### config.mk
export PLATFORM = sky130hd
export DESIGN_NAME = rv_core
export DESIGN_NICKNAME = d
export VERILOG_FILES = /design/src/design/rv_isa_pkg.sv /design/src/design/rv_pipe_pkg.sv /design/src/design/rv_core.sv /design/src/design/rv_writeback.sv /design/src/design/rv_execute.sv /design/src/design/rv_decode.sv /design/src/design/rv_regfile.sv /design/src/design/rv_hazard.sv /design/src/design/rv_fetch.sv
export VERILOG_INCLUDE_DIRS = /design/src /design/src/design
export SDC_FILE = /design/constraint.sdc
export NUM_CORES = 2
export LEC_CHECK = 0
export BUFFER_PORTS_ARGS = -buffer_cell sky130_fd_sc_hd__buf_2
export CORE_ASPECT_RATIO = 0.9
export CORE_MARGIN = 3
export CORE_UTILIZATION = 44
export DETAILED_ROUTE_END_ITERATION = 16
export REMOVE_ABC_BUFFERS = 1
export SYNTH_ARGS = -nofsm -noshare
export SYNTH_HDL_FRONTEND = slang
export SYNTH_HIERARCHICAL = 1
export SYNTH_SLANG_ARGS = --single-unit
### constraint.sdc
create_clock -name clk -period 3.8 [get_ports clk]
set_clock_uncertainty 0.1 [all_clocks]
set_input_delay 0.19 -clock clk [delete_from_list [all_inputs] [get_ports clk]]
set_output_delay 0.19 -clock clk [all_outputs]
set_load 0.03 [all_outputs]
### src/design/rv_core_consts.svh
`ifndef RV_CORE_CONSTS_SVH
`define RV_CORE_CONSTS_SVH

////////////////////////////////////////////////////////////
// Datapath widths
////////////////////////////////////////////////////////////

`define RV_XLEN      32              // Data and address width
`define RV_REG_AW    5               // Register index width
`define RV_NUM_REGS  32              // x0..x31
`define RV_SHAMT_W   5               // Low bits of operand b used by shifts

////////////////////////////////////////////////////////////
// Fetch constants
////////////////////////////////////////////////////////////

// One 32-bit instruction per word
`define RV_PC_STEP   32'd4
`define RV_RESET_PC  32'h0000_0000   // First fetch address

`endif
### src/design/rv_isa_pkg.sv
`default_nettype none

package rv_isa_pkg;

    // Major opcodes in insn[6:0]
    // Only OP_IMM and OP execute here and the rest decode as no-ops
    typedef enum logic [6:0] {
        OPC_LOAD   = 7'b0000011,
        OPC_OP_IMM = 7'b0010011,
        OPC_AUIPC  = 7'b0010111,
        OPC_STORE  = 7'b0100011,
        OPC_OP     = 7'b0110011,
        OPC_LUI    = 7'b0110111,
        OPC_BRANCH = 7'b1100011,
        OPC_JALR   = 7'b1100111,
        OPC_JAL    = 7'b1101111,
        OPC_SYSTEM = 7'b1110011
    } rv_opcode_e;

    // ALU operation codes
    typedef enum logic [3:0] {
        ALU_ADD  = 4'b0000,
        ALU_SUB  = 4'b0001,
        ALU_SLT  = 4'b0010,
        ALU_SLTU = 4'b0011,
        ALU_SLL  = 4'b0100,
        ALU_SRL  = 4'b0101,
        ALU_XOR  = 4'b0110,
        ALU_OR   = 4'b0111,
        ALU_AND  = 4'b1000,
        ALU_SRA  = 4'b1001
    } rv_alu_op_e;

    // ALUOp field carried from decode to ALU control
    typedef enum logic [1:0] {
        CLS_IMM = 2'b00,    // Register-immediate group
        CLS_REG = 2'b10     // Register-register group
    } rv_alu_class_e;

    typedef enum logic [2:0] {
        F3_ADD_SUB = 3'b000,
        F3_SLL     = 3'b001,
        F3_SLT     = 3'b010,
        F3_SLTU    = 3'b011,
        F3_XOR     = 3'b100,
        F3_SRL_SRA = 3'b101,
        F3_OR      = 3'b110,
        F3_AND     = 3'b111
    } rv_funct3_e;

    // R-type field layout
    typedef struct packed {
        logic [6:0] funct7;     // Bit 5 is insn[30] and selects SUB or SRA
        logic [4:0] rs2;
        logic [4:0] rs1;
        logic [2:0] funct3;
        logic [4:0] rd;
        logic [6:0] opcode;
    } rv_insn_r_t;

    // I-type field layout
    typedef struct packed {
        logic [11:0] imm;       // Sign bit at insn[31]
        logic [4:0]  rs1;
        logic [2:0]  funct3;
        logic [4:0]  rd;
        logic [6:0]  opcode;
    } rv_insn_i_t;

endpackage

`default_nettype wire

### src/design/rv_pipe_pkg.sv
`default_nettype none

`include "rv_core_consts.svh"

package rv_pipe_pkg;

    import rv_isa_pkg::*;

    ////////////////////////////////////////////////////////////
    // Pipeline registers
    ////////////////////////////////////////////////////////////

    // IF/ID
    typedef struct packed {
        logic [`RV_XLEN-1:0] pc;
        logic [`RV_XLEN-1:0] insn;      // Raw instruction word
    } rv_if_id_t;

    // ID/EX, reg_write 0 and rd 0 make a bubble
    typedef struct packed {
        logic                  reg_write;
        rv_alu_class_e         alu_class;
        logic                  alu_src_imm;    // Operand b from imm
        logic [`RV_XLEN-1:0]   pc;
        logic [`RV_XLEN-1:0]   rs1_val;
        logic [`RV_XLEN-1:0]   rs2_val;
        logic [`RV_XLEN-1:0]   imm;            // Sign-extended I immediate
        logic [3:0]            funct_sel;      // {insn[30], funct3}
        logic [`RV_REG_AW-1:0] rd;
    } rv_id_ex_t;

    // EX/MEM and MEM/WB share this layout
    typedef struct packed {
        logic                  reg_write;
        logic [`RV_REG_AW-1:0] rd;
        logic [`RV_XLEN-1:0]   result;
    } rv_ex_wb_t;

    ////////////////////////////////////////////////////////////
    // Commit port
    ////////////////////////////////////////////////////////////

    typedef struct packed {
        logic                  en;     // One retired write to a nonzero rd
        logic [`RV_REG_AW-1:0] rd;
        logic [`RV_XLEN-1:0]   data;
    } rv_commit_t;

endpackage

`default_nettype wire

### src/design/rv_core.sv
`timescale 1ns/1ps
`default_nettype none

`include "rv_core_consts.svh"

module rv_core
    import rv_pipe_pkg::*;
(
    input  logic                clk,
    input  logic                rst_n,
    output logic [`RV_XLEN-1:0] imem_addr,
    input  logic [`RV_XLEN-1:0] imem_insn,
    output rv_commit_t          commit
);

    logic                  stall;      // Hazard interlock level
    rv_if_id_t             if_id;
    logic [`RV_REG_AW-1:0] rs1_idx;
    logic [`RV_REG_AW-1:0] rs2_idx;
    rv_id_ex_t             id_ex;
    rv_ex_wb_t             ex_mem;
    logic                  rf_we;      // Write-back into decode
    logic [`RV_REG_AW-1:0] rf_waddr;
    logic [`RV_XLEN-1:0]   rf_wdata;

    rv_fetch u_fetch (
        .clk(clk), .rst_n(rst_n), .stall(stall),
        .imem_insn(imem_insn), .imem_addr(imem_addr),
        .if_id(if_id), .rs1_idx(rs1_idx), .rs2_idx(rs2_idx)
    );

    rv_hazard u_hazard (
        .rs1_idx(rs1_idx), .rs2_idx(rs2_idx),
        .id_ex(id_ex), .ex_mem(ex_mem), .stall(stall)
    );

    rv_decode u_decode (
        .clk(clk), .rst_n(rst_n), .stall(stall), .if_id(if_id),
        .we(rf_we), .waddr(rf_waddr), .wdata(rf_wdata), .id_ex(id_ex)
    );

    rv_execute u_execute (.clk(clk), .rst_n(rst_n), .id_ex(id_ex), .ex_mem(ex_mem));

    rv_writeback u_writeback (
        .clk(clk), .rst_n(rst_n), .ex_mem(ex_mem),
        .we(rf_we), .waddr(rf_waddr), .wdata(rf_wdata), .commit(commit)
    );

endmodule

`default_nettype wire

### src/design/rv_writeback.sv
`timescale 1ns/1ps
`default_nettype none

`include "rv_core_consts.svh"

module rv_writeback
    import rv_pipe_pkg::*;
(
    input  logic                  clk,
    input  logic                  rst_n,
    input  rv_ex_wb_t             ex_mem,
    output logic                  we,
    output logic [`RV_REG_AW-1:0] waddr,
    output logic [`RV_XLEN-1:0]   wdata,
    output rv_commit_t            commit
);

    rv_ex_wb_t mem_wb;

    ////////////////////////////////////////////////////////////
    // MEM/WB
    ////////////////////////////////////////////////////////////

    // Memory stage kept as a plain delay
    always_ff @(posedge clk or negedge rst_n) begin
        if (!rst_n) begin
            mem_wb <= '0;
        end else begin
            mem_wb <= ex_mem;
        end
    end

    // Register file write, x0 writes dropped here
    assign we    = mem_wb.reg_write && (mem_wb.rd != '0);
    assign waddr = mem_wb.rd;
    assign wdata = mem_wb.result;

    // Commit mirrors the write port
    assign commit.en   = we;
    assign commit.rd   = waddr;
    assign commit.data = wdata;

endmodule

`default_nettype wire

### src/design/rv_execute.sv
`timescale 1ns/1ps
`default_nettype none

`include "rv_core_consts.svh"

module rv_execute
    import rv_isa_pkg::*;
    import rv_pipe_pkg::*;
(
    input  logic      clk,
    input  logic      rst_n,
    input  rv_id_ex_t id_ex,
    output rv_ex_wb_t ex_mem
);

    rv_funct3_e           f3;
    logic                 alt;          // insn[30]
    rv_alu_op_e           alu_op;
    logic [`RV_XLEN-1:0]  op_a;
    logic [`RV_XLEN-1:0]  op_b;
    logic [`RV_SHAMT_W-1:0] shamt;
    logic [`RV_XLEN-1:0]  alu_res;

    assign f3  = rv_funct3_e'(id_ex.funct_sel[2:0]);
    assign alt = id_ex.funct_sel[3];

    ////////////////////////////////////////////////////////////
    // ALU control
    ////////////////////////////////////////////////////////////

    always_comb begin
        alu_op = ALU_ADD;
        case (id_ex.alu_class)
            CLS_IMM: begin
                case (f3)
                    F3_ADD_SUB: alu_op = ALU_ADD;       // No SUBI
                    F3_SLL:     alu_op = ALU_SLL;
                    F3_SLT:     alu_op = ALU_SLT;
                    F3_SLTU:    alu_op = ALU_SLTU;
                    F3_XOR:     alu_op = ALU_XOR;
                    F3_SRL_SRA: alu_op = alt ? ALU_SRA : ALU_SRL;
                    F3_OR:      alu_op = ALU_OR;
                    F3_AND:     alu_op = ALU_AND;
                    default:    alu_op = ALU_ADD;
                endcase
            end
            CLS_REG: begin
                case ({alt, f3})
                    {1'b0, F3_ADD_SUB}: alu_op = ALU_ADD;
                    {1'b1, F3_ADD_SUB}: alu_op = ALU_SUB;
                    {1'b0, F3_SLL}:     alu_op = ALU_SLL;
                    {1'b0, F3_SLT}:     alu_op = ALU_SLT;
                    {1'b0, F3_SLTU}:    alu_op = ALU_SLTU;
                    {1'b0, F3_XOR}:     alu_op = ALU_XOR;
                    {1'b0, F3_SRL_SRA}: alu_op = ALU_SRL;
                    {1'b1, F3_SRL_SRA}: alu_op = ALU_SRA;
                    {1'b0, F3_OR}:      alu_op = ALU_OR;
                    {1'b0, F3_AND}:     alu_op = ALU_AND;
                    default:            alu_op = ALU_ADD;   // Bad funct7 falls back to ADD
                endcase
            end
            default: alu_op = ALU_ADD;
        endcase
    end

    ////////////////////////////////////////////////////////////
    // Operands and ALU
    ////////////////////////////////////////////////////////////

    assign op_a  = id_ex.rs1_val;
    assign op_b  = id_ex.alu_src_imm ? id_ex.imm : id_ex.rs2_val;
    assign shamt = op_b[`RV_SHAMT_W-1:0];

    always_comb begin
        case (alu_op)
            ALU_ADD:  alu_res = op_a + op_b;
            ALU_SUB:  alu_res = op_a - op_b;
            ALU_SLL:  alu_res = op_a << shamt;
            ALU_SLT:  alu_res = {{(`RV_XLEN-1){1'b0}}, $signed(op_a) < $signed(op_b)};
            ALU_SLTU: alu_res = {{(`RV_XLEN-1){1'b0}}, op_a < op_b};   // Plain unsigned compare
            ALU_XOR:  alu_res = op_a ^ op_b;
            ALU_SRL:  alu_res = op_a >> shamt;
            ALU_SRA:  alu_res = $unsigned($signed(op_a) >>> shamt);
            ALU_OR:   alu_res = op_a | op_b;
            ALU_AND:  alu_res = op_a & op_b;
            default:  alu_res = '0;
        endcase
    end

    // EX/MEM
    always_ff @(posedge clk or negedge rst_n) begin
        if (!rst_n) begin
            ex_mem <= '0;
        end else begin
            ex_mem <= '{reg_write: id_ex.reg_write, rd: id_ex.rd, result: alu_res};
        end
    end

endmodule

`default_nettype wire

### src/design/rv_decode.sv
`timescale 1ns/1ps
`default_nettype none

`include "rv_core_consts.svh"

module rv_decode
    import rv_isa_pkg::*;
    import rv_pipe_pkg::*;
(
    input  logic                  clk,
    input  logic                  rst_n,
    input  logic                  stall,
    input  rv_if_id_t             if_id,
    input  logic                  we,       // From write-back
    input  logic [`RV_REG_AW-1:0] waddr,
    input  logic [`RV_XLEN-1:0]   wdata,
    output rv_id_ex_t             id_ex
);

    // Nothing writes, nothing reaches commit
    localparam rv_id_ex_t ID_EX_BUBBLE = '{
        reg_write:   1'b0,
        alu_class:   CLS_IMM,
        alu_src_imm: 1'b0,
        pc:          '0,
        rs1_val:     '0,
        rs2_val:     '0,
        imm:         '0,
        funct_sel:   '0,
        rd:          '0
    };

    rv_insn_r_t          insn_r;
    rv_insn_i_t          insn_i;
    rv_opcode_e          opcode;
    logic [`RV_XLEN-1:0] rs1_val;
    logic [`RV_XLEN-1:0] rs2_val;
    rv_id_ex_t           id_ex_d;

    assign insn_r = if_id.insn;
    assign insn_i = if_id.insn;
    assign opcode = rv_opcode_e'(insn_r.opcode);

    rv_regfile u_regfile (
        .clk    (clk),
        .rst_n  (rst_n),
        .raddr1 (insn_r.rs1),
        .raddr2 (insn_r.rs2),
        .rdata1 (rs1_val),
        .rdata2 (rs2_val),
        .we     (we),
        .waddr  (waddr),
        .wdata  (wdata)
    );

    ////////////////////////////////////////////////////////////
    // Control decode
    ////////////////////////////////////////////////////////////

    always_comb begin
        id_ex_d = ID_EX_BUBBLE;
        case (opcode)
            OPC_OP_IMM: begin
                id_ex_d.reg_write   = 1'b1;
                id_ex_d.alu_class   = CLS_IMM;
                id_ex_d.alu_src_imm = 1'b1;     // b = imm
            end
            OPC_OP: begin
                id_ex_d.reg_write   = 1'b1;
                id_ex_d.alu_class   = CLS_REG;
                id_ex_d.alu_src_imm = 1'b0;     // b = rs2
            end
            default: ;                          // Loads, stores, branches etc. as no-ops
        endcase
        id_ex_d.pc        = if_id.pc;
        id_ex_d.rs1_val   = rs1_val;
        id_ex_d.rs2_val   = rs2_val;
        id_ex_d.imm       = {{(`RV_XLEN-12){insn_i.imm[11]}}, insn_i.imm};
        id_ex_d.funct_sel = {insn_r.funct7[5], insn_r.funct3};
        id_ex_d.rd        = id_ex_d.reg_write ? insn_r.rd : '0;
    end

    // ID/EX, bubble while interlocked
    always_ff @(posedge clk or negedge rst_n) begin
        if (!rst_n) begin
            id_ex <= ID_EX_BUBBLE;
        end else if (stall) begin
            id_ex <= ID_EX_BUBBLE;
        end else begin
            id_ex <= id_ex_d;
        end
    end

endmodule

`default_nettype wire

### src/design/rv_regfile.sv
`timescale 1ns/1ps
`default_nettype none

`include "rv_core_consts.svh"

module rv_regfile (
    input  logic                  clk,
    input  logic                  rst_n,
    input  logic [`RV_REG_AW-1:0] raddr1,
    input  logic [`RV_REG_AW-1:0] raddr2,
    output logic [`RV_XLEN-1:0]   rdata1,
    output logic [`RV_XLEN-1:0]   rdata2,
    input  logic                  we,
    input  logic [`RV_REG_AW-1:0] waddr,
    input  logic [`RV_XLEN-1:0]   wdata
);

    logic [`RV_XLEN-1:0] regs [`RV_NUM_REGS];

    // Rising-edge write, x0 never stored
    always_ff @(posedge clk or negedge rst_n) begin
        if (!rst_n) begin
            for (int i = 0; i < `RV_NUM_REGS; i++) begin
                regs[i] <= '0;   // Architectural state starts at zero
            end
        end else if (we && (waddr != '0)) begin
            regs[waddr] <= wdata;
        end
    end

    // Read port with same-cycle write bypass
    function automatic logic [`RV_XLEN-1:0] read_port(input logic [`RV_REG_AW-1:0] addr);
        if (addr == '0) begin
            return '0;
        end else if (we && (waddr == addr)) begin
            return wdata;                        // Write in flight wins
        end
        return regs[addr];
    endfunction

    always_comb rdata1 = read_port(raddr1);
    always_comb rdata2 = read_port(raddr2);

endmodule

`default_nettype wire

### src/design/rv_hazard.sv
`timescale 1ns/1ps
`default_nettype none

`include "rv_core_consts.svh"

module rv_hazard
    import rv_pipe_pkg::*;
(
    input  logic [`RV_REG_AW-1:0] rs1_idx,
    input  logic [`RV_REG_AW-1:0] rs2_idx,
    input  rv_id_ex_t             id_ex,
    input  rv_ex_wb_t             ex_mem,
    output logic                  stall
);

    // Younger stage writes a register decode wants to read
    function automatic logic raw_hit(input logic                  wr,
                                     input logic [`RV_REG_AW-1:0] rd,
                                     input logic [`RV_REG_AW-1:0] ra,
                                     input logic [`RV_REG_AW-1:0] rb);
        return wr && (rd != '0) && ((rd == ra) || (rd == rb));   // x0 never hazards
    endfunction

    // MEM/WB not checked, regfile forwards that write
    assign stall = raw_hit(id_ex.reg_write, id_ex.rd, rs1_idx, rs2_idx)
                 | raw_hit(ex_mem.reg_write, ex_mem.rd, rs1_idx, rs2_idx);

endmodule

`default_nettype wire

### src/design/rv_fetch.sv
`timescale 1ns/1ps
`default_nettype none

`include "rv_core_consts.svh"

module rv_fetch
    import rv_isa_pkg::*;
    import rv_pipe_pkg::*;
(
    input  logic                  clk,
    input  logic                  rst_n,
    input  logic                  stall,
    input  logic [`RV_XLEN-1:0]   imem_insn,
    output logic [`RV_XLEN-1:0]   imem_addr,
    output rv_if_id_t             if_id,
    output logic [`RV_REG_AW-1:0] rs1_idx,
    output logic [`RV_REG_AW-1:0] rs2_idx
);

    logic [`RV_XLEN-1:0] pc;
    rv_insn_r_t          held;     // Instruction now in decode

    assign imem_addr = pc;         // Memory answers in the same cycle

    // PC holds on stall, otherwise next word
    always_ff @(posedge clk or negedge rst_n) begin
        if (!rst_n) begin
            pc <= `RV_RESET_PC;
        end else if (!stall) begin
            pc <= pc + `RV_PC_STEP;
        end
    end

    // IF/ID, all-zero word decodes as a no-op
    always_ff @(posedge clk or negedge rst_n) begin
        if (!rst_n) begin
            if_id <= '0;
        end else if (!stall) begin
            if_id <= '{pc: pc, insn: imem_insn};
        end
    end

    // Source fields for the interlock
    assign held    = if_id.insn;
    assign rs1_idx = held.rs1;
    assign rs2_idx = held.rs2;   // Imm bits on I-type, may stall spuriously

endmodule

`default_nettype wire

==> flow_summary.json <==
{
  "status": "finished clean",
  "ys_warn_count": 6,
  "p_leak_nw": 37.8,
  "power.switching_mw": 10.2,
  "power_frac_comb_pct": 16.2,
  "antenna_found_initial": 10,
  "drive_above_1_share_pct": 42.9,
  "die_w_um": 436,
  "track_usage_pct": 30.3,
  "ir_drop_v": 0.000328,
  "core_area_sq_mm": 0.165,
  "die_area_sq_mm": 0.172,
  "worstPathArrival_ns": 4.24,
  "cts_sinks": 1249,
  "r2r_start": "u_decode/id_ex[137]$_DFF_PN0_",
  "power.density_mw_per_mm2": 402,
  "rr_worst_depth": 18,
  "pwr-share-seq_pct": 42.8,
  "cts_setup_buffers": 0,
  "numPortBuffers": 101,
  "finalInstanceArea_sq_mm": 0.0832,
  "fin_crit_ns": 3.73,
  "syn_area_per_cell_sq_um": 13.0,
  "numCtsBuffers": 139,
  "synthCells": 5650,
  "min_from": "imem_insn[28]",
  "finish.net_count": 5873,
  "clock-root-buffer": "clkbuf_16",
  "wl_mm": 262,
  "grt_pass1_vias": 52886,
  "post_drt_wl_per_cell_um": 32.5,
  "io_pins": 104,
  "tightest_slew_ns": 1.24,
  "grt_max_degree": 121,
  "slew_violations": 0,
  "dpl-instance-area_sq_mm": 0.0780,
  "required_ns": 4.31,
  "finalHoldViolCount": 0,
  "htree_levels": 4,
  "clk_latency_ns": 0.80,
  "hold_depth": 3,
  "worst-path-max-fanout": 9,
  "period_share_pct": 98.1,
  "hp-class": "in2reg",
  "syn_to_final_growth_pct": 13.5,
  "cts.clk_slew.worst_paths_ns": 0.06,
  "clock.fmax_mhz": 268,
  "dp.cells": 7773,
  "cp-end-kind": "register",
  "cap_violations": 0,
  "start_util_pct": 44.5,
  "cts_tree": "done",
  "intPower_mw": 23.3,
  "avgViaCountPerCell": 6.54,
  "layout.cells.non_filler": 8056,
  "die-height_um": 393,
  "rsz0062_at_grt": "true",
  "grt_pass1_wl_mm": 380,
  "p_sw_share_pct": 30.5,
  "drtAntennaViolNets": 0,
  "netlist_area_sq_mm": 0.0733,
  "crit_type": "reg2reg",
  "setup_violations": 0,
  "via_count": 52674,
  "drc": 0,
  "relSlewSlack_pct": 17.4,
  "cp-start-kind": "register",
  "overflow": 0,
  "drt_iter0_markers": 5444,
  "row_count": 141,
  "crit_path_start": "u_decode/id_ex[137]$_DFF_PN0_",
  "dp_hpwl_mm": 173,
  "gp_congestion": 0.978,
  "clkPwrFrac_pct": 41.1,
  "cts_max_path_buffers": 3,
  "first_pass_iters": 5
}
[power by group through the flow]
stage               sequential [mW]  clock [mW]  combinational (mW)
global route                   14.3        14.5                5.73
global placement               14.5           0                5.25
finish                         14.3        13.7                5.41
CTS                            14.3        14.0                5.29
detailed placement             14.5           0                5.23
floorplan                      14.9           0                2.07
[per-layer routing]
layer  vias to the layer above  global-route usage (%)  routed length (um)
li1                      21573                       -                   -
met5                         -                       0                  13
met3                       539                    7.52               24800
met2                      2636                    45.8              117000
met1                     27924                    42.0              110000
met4                         2                    11.8               11000
[stage by stage]
stage / setup TNS [ns] / util, % / power (mW) / hold WS [ns] / worst slack, ns
2_1_floorplan: -1896.32 / - / 16.9 / -0.206 / -12.56
3_3_place_gp: -0.00188 / 47.3 / 19.8 / 0.124 / -0.00188
3_5_place_dp: -0.0359 / 47.3 / 19.7 / 0.126 / -0.0359
4_1_cts: 0 / 50.4 / 33.6 / 0.0158 / 0.0275
5_1_grt: -0.154 / 50.5 / 34.6 / 0.0608 / -0.0442
6_report: 0 / 50.5 / 33.5 / 0.0779 / 0.0728
[sequential cells by signal, summed over array words and instances, names as in the netlist]
register	count
u_decode/u_regfile/regs	1024
u_writeback/waddr	5
u_fetch/held	32
u_fetch/imem_addr	30
u_execute/ex_mem	38
u_writeback/mem_wb	1
u_decode/id_ex	87
u_writeback/wdata	32
[critical path: stages (launching register included)]
cell      delay, ns
dfrtp_2        0.42
buf_12         0.17
buf_12         0.17
buf_12         0.15
mux2i_1        0.29
buf_4          0.17
inv_1          0.04
ha_1           0.21
a21oi_1        0.23
o31ai_1        0.11
buf_4          0.16
nor2_1         0.18
buf_4          0.14
nand4b_1       0.13
a22oi_2        0.27
nor2b_1        0.23
buf_4          0.14
xnor2_1        0.12
o221ai_2       0.11
[final cells by class]
cell class	count	area [sq um]
clock inverters	46	641
well taps	2216	2770
clock buffers	195	3980
flip-flops and latches	1249	31300
inverters	100	378
fillers	14234	81600
diodes	7	17.5
repair buffers	604	5520
multi-input cells	3639	38600
[path summary, 6_finish.rpt]
kind,to,slack [ns]
min in group asynchronous,u_fetch/imem_addr[16]$_DFFE_PN0N_,0.17
max,u_execute/ex_mem[26]$_DFF_PN0_,0.07
max in group asynchronous,u_fetch/held[17]$_DFFE_PN0N_,2.52
max reg2reg,u_execute/ex_mem[26]$_DFF_PN0_,0.07
min,u_fetch/held[28]$_DFFE_PN0N_,0.08
min reg2reg,u_writeback/wdata[28]$_DFF_PN0_,0.23
[timing repair]
item                       in CTS  in global routing
pin swaps                       0                  7
hold endpoints to repair      869                  0
hold buffers                   34                  0
resized for setup               3                 38
setup endpoints to repair       3                 17
cloned                          0                  1
[layout by cell type (no fill, tap or decap), types with 27 or more instances in the layout]
master	n
mux2i_1	211
a22oi_1	66
or3_1	27
xor2_1	29
nand2_1	235
buf_2	100
o211ai_1	75
or2_2	32
nor3_1	47
buf_12	87
o21ai_0	63
ha_1	102
mux4_2	536
a311oi_1	36
clkbuf_16	142
a22o_1	58
xnor2_1	46
clkbuf_1	29
mux2_2	1028
nand3_1	62
a211oi_1	78
buf_4	379
inv_1	94
dlygate4sd3_1	33
o22ai_1	95
dfrtp_1	1238
a21oi_1	138
o221ai_1	35
nor2_1	139
nor2b_1	93
No activity file was read; power rests on OpenSTA's default activity.
